[src/agq_pkg.sv]
package agq_pkg;

    localparam int PAYLOAD_W = 8;
    localparam int AGE_W     = 4;
    localparam int CMD_W     = PAYLOAD_W + AGE_W;
    localparam int POS_W     = CMD_W - AGE_W;  // Retag position shares the payload bits

    localparam logic [AGE_W-1:0] AGE_MAX = '1;  // Aging saturates here

    typedef enum logic {
        OP_PUSH  = 1'b0,
        OP_RETAG = 1'b1
    } cmd_op_e;

    // One command word, read according to the opcode that travels with it
    typedef union packed {
        struct packed {
            logic [PAYLOAD_W-1:0] payload;
            logic [AGE_W-1:0]     age;
        } push_v;
        struct packed {
            logic [POS_W-1:0]     pos;  // Offset from the head entry
            logic [AGE_W-1:0]     age;
        } retag_v;
    } cmd_word_u;

endpackage

[src/tag_queue.sv]
`timescale 1ns/1ps

module tag_queue
    import agq_pkg::*;
#(
    parameter int Q_DEPTH = 8
) (
    input  logic                     clk,
    input  logic                     rst,
    input  logic                     push_en,
    input  cmd_word_u                push_payload_age,
    input  logic                     pop_ready,
    input  logic [Q_DEPTH-1:0]       modify_mask,
    input  logic [Q_DEPTH*AGE_W-1:0] new_age_vector,
    output logic                     full,
    output logic                     out_valid,
    output logic [PAYLOAD_W-1:0]     out_payload,
    output logic [AGE_W-1:0]         out_age,
    output logic [Q_DEPTH-1:0]       head_onehot,
    output logic [Q_DEPTH-1:0]       occ_mask,
    output logic [Q_DEPTH*AGE_W-1:0] old_age_vector
);

    localparam logic [Q_DEPTH-1:0] PTR_INIT = {{(Q_DEPTH-1){1'b0}}, 1'b1};

    logic [PAYLOAD_W-1:0] payload_mem [Q_DEPTH];
    logic [AGE_W-1:0]     age_mem [Q_DEPTH];

    logic [Q_DEPTH-1:0]   wr_ptr;
    logic [Q_DEPTH-1:0]   rd_ptr;
    logic                 do_push;
    logic                 do_pop;
    logic [Q_DEPTH-1:0]   push_slot;
    logic [Q_DEPTH-1:0]   pop_slot;
    logic [Q_DEPTH-1:0]   age_wr;

    assign full        = &occ_mask;
    assign out_valid   = |occ_mask;
    assign head_onehot = rd_ptr;

    assign do_push   = push_en && !full;
    assign do_pop    = out_valid && pop_ready;
    assign push_slot = do_push ? wr_ptr : '0;
    assign pop_slot  = do_pop ? rd_ptr : '0;

    // A slot being written takes the push, so the modify only touches older entries
    assign age_wr = modify_mask & occ_mask & ~push_slot;

    always_ff @(posedge clk) begin
        if (rst) begin
            wr_ptr   <= PTR_INIT;
            rd_ptr   <= PTR_INIT;
            occ_mask <= '0;
        end else begin
            if (do_push) begin
                wr_ptr <= {wr_ptr[Q_DEPTH-2:0], wr_ptr[Q_DEPTH-1]};  // Rotate one-hot pointer
            end
            if (do_pop) begin
                rd_ptr <= {rd_ptr[Q_DEPTH-2:0], rd_ptr[Q_DEPTH-1]};
            end
            occ_mask <= (occ_mask & ~pop_slot) | push_slot;
        end
    end

    always_ff @(posedge clk) begin
        for (int i = 0; i < Q_DEPTH; i++) begin
            if (push_slot[i]) begin
                payload_mem[i] <= push_payload_age.push_v.payload;
                age_mem[i]     <= push_payload_age.push_v.age;
            end else if (age_wr[i]) begin
                age_mem[i] <= new_age_vector[i*AGE_W +: AGE_W];  // Payload stays put
            end
        end
    end

    // One-hot read mux for the head entry
    always_comb begin
        out_payload = '0;
        out_age     = '0;
        for (int i = 0; i < Q_DEPTH; i++) begin
            out_payload = out_payload | (payload_mem[i] & {PAYLOAD_W{rd_ptr[i]}});
            out_age     = out_age | (age_mem[i] & {AGE_W{rd_ptr[i]}});
        end
    end

    always_comb begin
        for (int i = 0; i < Q_DEPTH; i++) begin
            old_age_vector[i*AGE_W +: AGE_W] = age_mem[i];
        end
    end

endmodule

[src/command_decoder.sv]
`timescale 1ns/1ps

module command_decoder
    import agq_pkg::*;
#(
    parameter int Q_DEPTH = 8
) (
    input  logic                     clk,
    input  logic                     rst,
    input  logic                     cmd_valid,
    input  cmd_op_e                  cmd_op,
    input  cmd_word_u                cmd_word,
    input  logic                     full,
    input  logic [Q_DEPTH-1:0]       head_onehot,
    input  logic [Q_DEPTH-1:0]       occ_mask,
    input  logic                     retag_grant,
    output logic                     cmd_ready,
    output logic                     push_en,
    output cmd_word_u                push_payload_age,
    output logic                     retag_req,
    output logic [Q_DEPTH-1:0]       retag_mask,
    output logic [Q_DEPTH*AGE_W-1:0] retag_age_vector
);

    logic [2*Q_DEPTH-1:0]     head_pair;
    logic [Q_DEPTH-1:0]       target;
    logic                     pos_ok;
    logic                     retag_hit;
    logic [Q_DEPTH*AGE_W-1:0] lane_ages;

    // Retags have top priority at the arbiter, so they never wait
    assign cmd_ready        = (cmd_op == OP_PUSH) ? !full : 1'b1;
    assign push_en          = cmd_valid && cmd_ready && (cmd_op == OP_PUSH);
    assign push_payload_age = cmd_word;

    // Rotating the doubled head pointer left by pos lands on slot head+pos
    assign head_pair = {head_onehot, head_onehot} << cmd_word.retag_v.pos;
    assign target    = head_pair[2*Q_DEPTH-1:Q_DEPTH];
    assign pos_ok    = cmd_word.retag_v.pos < Q_DEPTH;

    // Occupied slots run contiguously from the head, so this is pos < count
    assign retag_hit = cmd_valid && cmd_ready && (cmd_op == OP_RETAG) && pos_ok
                       && |(target & occ_mask);

    always_comb begin
        for (int i = 0; i < Q_DEPTH; i++) begin
            lane_ages[i*AGE_W +: AGE_W] = target[i] ? cmd_word.retag_v.age : '0;
        end
    end

    assign retag_req        = retag_hit;
    assign retag_mask       = retag_hit ? target : '0;
    assign retag_age_vector = lane_ages;

endmodule

[src/age_engine.sv]
`timescale 1ns/1ps

module age_engine
    import agq_pkg::*;
#(
    parameter int Q_DEPTH    = 8,
    parameter int AGE_PERIOD = 16
) (
    input  logic                     clk,
    input  logic                     rst,
    input  logic                     age_en,
    input  logic [Q_DEPTH-1:0]       occ_mask,
    input  logic [Q_DEPTH*AGE_W-1:0] old_age_vector,
    input  logic                     age_grant,
    output logic                     age_req,
    output logic [Q_DEPTH-1:0]       age_mask,
    output logic [Q_DEPTH*AGE_W-1:0] age_vector
);

    localparam int CNT_W = (AGE_PERIOD > 1) ? $clog2(AGE_PERIOD) : 1;
    localparam logic [CNT_W-1:0] CNT_LAST = CNT_W'(AGE_PERIOD - 1);

    logic [CNT_W-1:0] period_cnt;
    logic             wrap;
    logic             tick_pend;

    assign wrap    = age_en && (period_cnt == CNT_LAST);
    assign age_req = wrap || tick_pend;  // The wrap cycle itself may already be granted

    // Sampled at the grant edge, so entries pushed earlier in the wait are included
    assign age_mask = age_req ? occ_mask : '0;

    always_ff @(posedge clk) begin
        if (rst) begin
            period_cnt <= '0;
            tick_pend  <= 1'b0;
        end else begin
            if (age_en) begin
                period_cnt <= wrap ? '0 : period_cnt + 1'b1;
            end
            tick_pend <= age_req && !age_grant;
        end
    end

    always_comb begin
        logic [AGE_W-1:0] lane_old;
        for (int i = 0; i < Q_DEPTH; i++) begin
            lane_old = old_age_vector[i*AGE_W +: AGE_W];
            if (lane_old == AGE_MAX) begin
                age_vector[i*AGE_W +: AGE_W] = AGE_MAX;
            end else begin
                age_vector[i*AGE_W +: AGE_W] = lane_old + 1'b1;
            end
        end
    end

endmodule

[src/modify_arbiter.sv]
`timescale 1ns/1ps

module modify_arbiter
    import agq_pkg::*;
#(
    parameter int Q_DEPTH = 8
) (
    input  logic                     retag_req,
    input  logic [Q_DEPTH-1:0]       retag_mask,
    input  logic [Q_DEPTH*AGE_W-1:0] retag_age_vector,
    input  logic                     age_req,
    input  logic [Q_DEPTH-1:0]       age_mask,
    input  logic [Q_DEPTH*AGE_W-1:0] age_vector,
    output logic                     retag_grant,
    output logic                     age_grant,
    output logic [Q_DEPTH-1:0]       modify_mask,
    output logic [Q_DEPTH*AGE_W-1:0] new_age_vector
);

    // Retag always wins, the aging tick waits behind it
    assign retag_grant = retag_req;
    assign age_grant   = age_req && !retag_req;

    always_comb begin
        if (retag_grant) begin
            modify_mask    = retag_mask;
            new_age_vector = retag_age_vector;
        end else if (age_grant) begin
            modify_mask    = age_mask;
            new_age_vector = age_vector;
        end else begin
            modify_mask    = '0;  // Idle port leaves every slot alone
            new_age_vector = '0;
        end
    end

endmodule

[src/agq_top.sv]
`timescale 1ns/1ps

module agq_top
    import agq_pkg::*;
#(
    parameter int Q_DEPTH    = 8,
    parameter int AGE_PERIOD = 16
) (
    input  logic                 clk,
    input  logic                 rst,
    input  logic                 cmd_valid,
    output logic                 cmd_ready,
    input  cmd_op_e              cmd_op,
    input  cmd_word_u            cmd_word,
    input  logic                 age_en,
    output logic                 out_valid,
    input  logic                 out_ready,
    output logic [PAYLOAD_W-1:0] out_payload,
    output logic [AGE_W-1:0]     out_age
);

    logic                     push_en;
    cmd_word_u                push_payload_age;
    logic                     full;
    logic [Q_DEPTH-1:0]       head_onehot;
    logic [Q_DEPTH-1:0]       occ_mask;
    logic [Q_DEPTH*AGE_W-1:0] old_age_vector;

    logic                     retag_req;
    logic                     retag_grant;
    logic [Q_DEPTH-1:0]       retag_mask;
    logic [Q_DEPTH*AGE_W-1:0] retag_age_vector;

    logic                     age_req;
    logic                     age_grant;
    logic [Q_DEPTH-1:0]       age_mask;
    logic [Q_DEPTH*AGE_W-1:0] age_vector;

    logic [Q_DEPTH-1:0]       modify_mask;
    logic [Q_DEPTH*AGE_W-1:0] new_age_vector;

    tag_queue #(.Q_DEPTH(Q_DEPTH)) u_queue (
        .clk              (clk),
        .rst              (rst),
        .push_en          (push_en),
        .push_payload_age (push_payload_age),
        .pop_ready        (out_ready),
        .modify_mask      (modify_mask),
        .new_age_vector   (new_age_vector),
        .full             (full),
        .out_valid        (out_valid),
        .out_payload      (out_payload),
        .out_age          (out_age),
        .head_onehot      (head_onehot),
        .occ_mask         (occ_mask),
        .old_age_vector   (old_age_vector)
    );

    command_decoder #(.Q_DEPTH(Q_DEPTH)) u_decoder (
        .clk              (clk),
        .rst              (rst),
        .cmd_valid        (cmd_valid),
        .cmd_op           (cmd_op),
        .cmd_word         (cmd_word),
        .full             (full),
        .head_onehot      (head_onehot),
        .occ_mask         (occ_mask),
        .retag_grant      (retag_grant),
        .cmd_ready        (cmd_ready),
        .push_en          (push_en),
        .push_payload_age (push_payload_age),
        .retag_req        (retag_req),
        .retag_mask       (retag_mask),
        .retag_age_vector (retag_age_vector)
    );

    age_engine #(.Q_DEPTH(Q_DEPTH), .AGE_PERIOD(AGE_PERIOD)) u_aging (
        .clk              (clk),
        .rst              (rst),
        .age_en           (age_en),
        .occ_mask         (occ_mask),
        .old_age_vector   (old_age_vector),
        .age_grant        (age_grant),
        .age_req          (age_req),
        .age_mask         (age_mask),
        .age_vector       (age_vector)
    );

    modify_arbiter #(.Q_DEPTH(Q_DEPTH)) u_arbiter (
        .retag_req        (retag_req),
        .retag_mask       (retag_mask),
        .retag_age_vector (retag_age_vector),
        .age_req          (age_req),
        .age_mask         (age_mask),
        .age_vector       (age_vector),
        .retag_grant      (retag_grant),
        .age_grant        (age_grant),
        .modify_mask      (modify_mask),
        .new_age_vector   (new_age_vector)
    );

endmodule

[config.mk]
export PLATFORM = sky130hd
export DESIGN_NAME = agq_top
export DESIGN_NICKNAME = d
export VERILOG_FILES = /design/src/agq_pkg.sv /design/src/tag_queue.sv /design/src/command_decoder.sv /design/src/age_engine.sv /design/src/modify_arbiter.sv /design/src/agq_top.sv
export SDC_FILE = /design/constraint.sdc
export NUM_CORES = 1
export LEC_CHECK = 0
export ABC_AREA = 0
export BUFFER_PORTS_ARGS = -buffer_cell sky130_fd_sc_hd__buf_2
export CAP_MARGIN = 20
export CORE_MARGIN = 1.5
export CORE_UTILIZATION = 55
export DETAILED_ROUTE_END_ITERATION = 6
export PLACE_DENSITY_LB_ADDON = 0.2
export SYNTH_ARGS = -nofsm -noshare
export SYNTH_HDL_FRONTEND = slang
export SYNTH_SLANG_ARGS = --single-unit
[constraint.sdc]
create_clock -name clk -period 3.9 [get_ports clk]
set_input_delay 0.195 -clock clk [delete_from_list [all_inputs] [get_ports clk]]
set_output_delay 0.195 -clock clk [all_outputs]
set_load 0.1 [all_outputs]
==> run metrics <==
most common cell after layout, fill and taps aside=edfxtp_1; kind of critical path=reg -> reg; number of detailed-route iterations in the first pass=6; CP bufs+invs=0; DR iter-0 viols=538; share of post-route cells with drive strength above 1=0.154; sequential element share of the synthesized area=0.563; Synth Area per Inst=11.7 sq um; WL/cell=21.1 um; initial antenna violation count=0; cell taking the most area after synthesis=edfxtp_1; Hold Vio Cnt, Final=0; Min Clock Period, post-route=about 3.2 ns; Yosys reg bits=125; Clk pin slew, worst setup/hold paths=0.06 ns; Async S/R FF share, synth=0; number of global-route vias before repair=4320; total wire length=15100 um; Clock Latency Late Sink=between 0.5 and 0.6 ns; Worst VDD drop=0.583 mV; setup violators final=0; Detail Route Antenna Nets=0; Horiz. Die Dim=109 um; Num CTS Buffers=17; worst slew pin tran=0.818 ns; Max Cap Violations=0; Max Slew Vio Count=0; worst hold path type=in -> reg; Antenna Cells=0; DIE AREA=11800 sq um; status=finished, final reports clean; power density cells=470 nW/um^2; required time of the critical path=between 4 and 5 ns; Cells after Synth=around 520; largest delay contributor family on the critical path=simple AND/OR/NAND/NOR gates; placed cell count=676; Crit path largest cell delay=0.54 ns; fin crit share=0.830; number of non-filler instances in the completed layout=713; global route total overflow=0; switching share of power=0.222; Yosys cell types=51; EDFF count, synth=96; Chip Height=109 um; starting density of the core=0.565; setup TNS=0 ns; Sequential Power Share=0.436; skew final=0.0121 ns; top post-synthesis cells by area=edfxtp_1 (47%), dfxtp_1 (9.4%), a22oi_1 (5.9%); Clock Path Buffers=2; total number of vias=4606; Psw=743 uW; Sink Count=between 100 and 150; Syn. warnings=0; CP Capture Type=register; core footprint=10900 sq um; P&R area growth vs syn=15.7%; RSZ-0062 raised after global routing=no; most frequent cells in the layout=edfxtp_1 (96), nand2_1 (60), a22oi_1 (48), buf_2 (31), mux2_1 (30); number of port buffers=31; DRC=0; Final HPWL DP=around 10000 um; H-tree Lvls=4; hold slack=0.0424 ns; combinational power share=0.066; GRT Resource Usage Total=0.275; GPL Wtd Cong=0.933; Worst Path Arrival=3.45 ns; first-pass GRT wire length=23600 um; CP max FO=13; Leak=0.00261 uW; Top FF cell, synth=edfxtp_1; TritonCTS clock tree=built; root buffer cell=clkbuf_8; largest net degree at the start of global routing=30; synthesized area=6160 sq um; Critical-path top delay cell=mux4_2; P_int=2600 uW; # rows=38; CP Launch Type=register; vias per inst=6.46; IO Pins=32; top cell type's share of synthesized area=0.468; Max Freq=0.309 GHz; relative slew slack=0.454; Critical Path, Cell by Cell=mux4_2 > and4_1 > a41o_1 > nor4b_4 > nand4_4 > nand2_1 > a221o_1; Clock power frac=0.497; # nets final=between 500 and 600; Synth Net Count=551
## power by group through the flow
stage | Combinational, uW | Clock, uW | Sequential, uW
global route | 235 | 1740 | 1460
CTS | 222 | 1690 | 1460
global placement | 212 | 0 | 1490
floorplan | 163 | 0 | 1480
finish | 222 | 1670 | 1460
detailed placement | 217 | 0 | 1490
## final cells by class
| cell class | instances | area [sq um] |
|---|---|---|
| sequential | 125 | 3460 |
| timing repair buffer | 45 | 273 |
| clock buffer | 17 | 414 |
| tap | 140 | 175 |
| clock inverter | 15 | 218 |
| inverter | 20 | 75.1 |
| multi-input combinational | 351 | 2500 |
| fill | 794 | 3760 |
## layer usage
metal	vias up	GRT usage	wire (um)
li1	2094	-	-
met1	2284	0.356	6390
met2	199	0.451	7250
met3	29	0.0574	1100
met4	0	0.116	331
met5	-	0	0
## Yosys cell counts (3+ instances only)
| library cell | instances |
|---|---|
| a21oi_4 | 8 |
| a21oi_1 | 28 |
| mux2_1 | 30 |
| nor3_1 | 13 |
| nand3_1 | 22 |
| nand2_1 | 60 |
| a211o_1 | 3 |
| nor4_1 | 4 |
| ha_1 | 9 |
| buf_2 | 5 |
| a22oi_1 | 48 |
| clkbuf_1 | 19 |
| and2_1 | 3 |
| mux4_1 | 3 |
| nand4_1 | 16 |
| a41oi_1 | 3 |
| a221o_1 | 5 |
| mux2i_1 | 10 |
| dfxtp_1 | 29 |
| nor2_1 | 29 |
| nand2b_1 | 9 |
| inv_1 | 20 |
| o21ai_0 | 3 |
| a41o_1 | 3 |
| and3_1 | 10 |
| and4_1 | 4 |
| buf_1 | 3 |
| edfxtp_1 | 96 |
## state kept, by name (all words and copies together), names as in the netlist
name and count:
u_aging.period_cnt 4, u_queue.age_mem 32, u_queue.head_onehot 8, u_aging.tick_pend 1, u_queue.occ_mask 8, u_queue.payload_mem 64
u_queue.wr_ptr 8
## worst register-to-register path, delay by kind of cell (launching register included)
family / cells / cell delay, ns
simple gates: 4 / 1.31
compound gates: 2 / 0.58
flops: 1 / 0.49
mux: 1 / 0.55
## cell families after synthesis
logic type                 count (synthesis)  share of synthesized area
muxes                                     46                     0.0931
buffers and inverters                     48                     0.0315
xor gates and xnor gates                   1                    0.00142
DFF                                      125                      0.563
AOI/OAI and AO/OA                        114                      0.144
and+or+nand+nor                          181                      0.149
adders and majority gates                  9                     0.0183
## metrics by stage
stage	power, uW	instance area [sq um]	worst slack, ns	utilization
3_3_place_gp	1700	6440	0.666	0.592
2_1_floorplan	1640	6160	1.05	-
3_5_place_dp	1700	6440	0.578	0.592
4_1_cts	3370	7120	0.674	0.654
6_report	3350	7120	0.661	0.654
5_1_grt	3440	7120	0.492	0.654
## path summary, 6_finish.rpt
kind	endpoint	cells after the start	start	slack (ns)
setup / recovery	u_queue.age_mem[0][5]$_DFFE_PP_	7	u_queue.head_onehot[3]$_SDFFE_PP0P_	0.66
hold / removal	u_queue.payload_mem[1][3]$_DFFE_PP_	1	cmd_word[7]	0.04
setup reg to reg	u_queue.age_mem[0][5]$_DFFE_PP_	7	u_queue.head_onehot[3]$_SDFFE_PP0P_	0.66
hold reg to reg	u_queue.wr_ptr[6]$_SDFFE_PP0P_	2	u_queue.wr_ptr[6]$_SDFFE_PP0P_	0.46
## repair_timing
action                                 4_1_cts  5_1_grt
buffers inserted                             0        0
hold buffers                                 5        0
endpoints found under the hold margin       27        0
resized for setup                            0        0
Power figures use the tool's default switching activity.
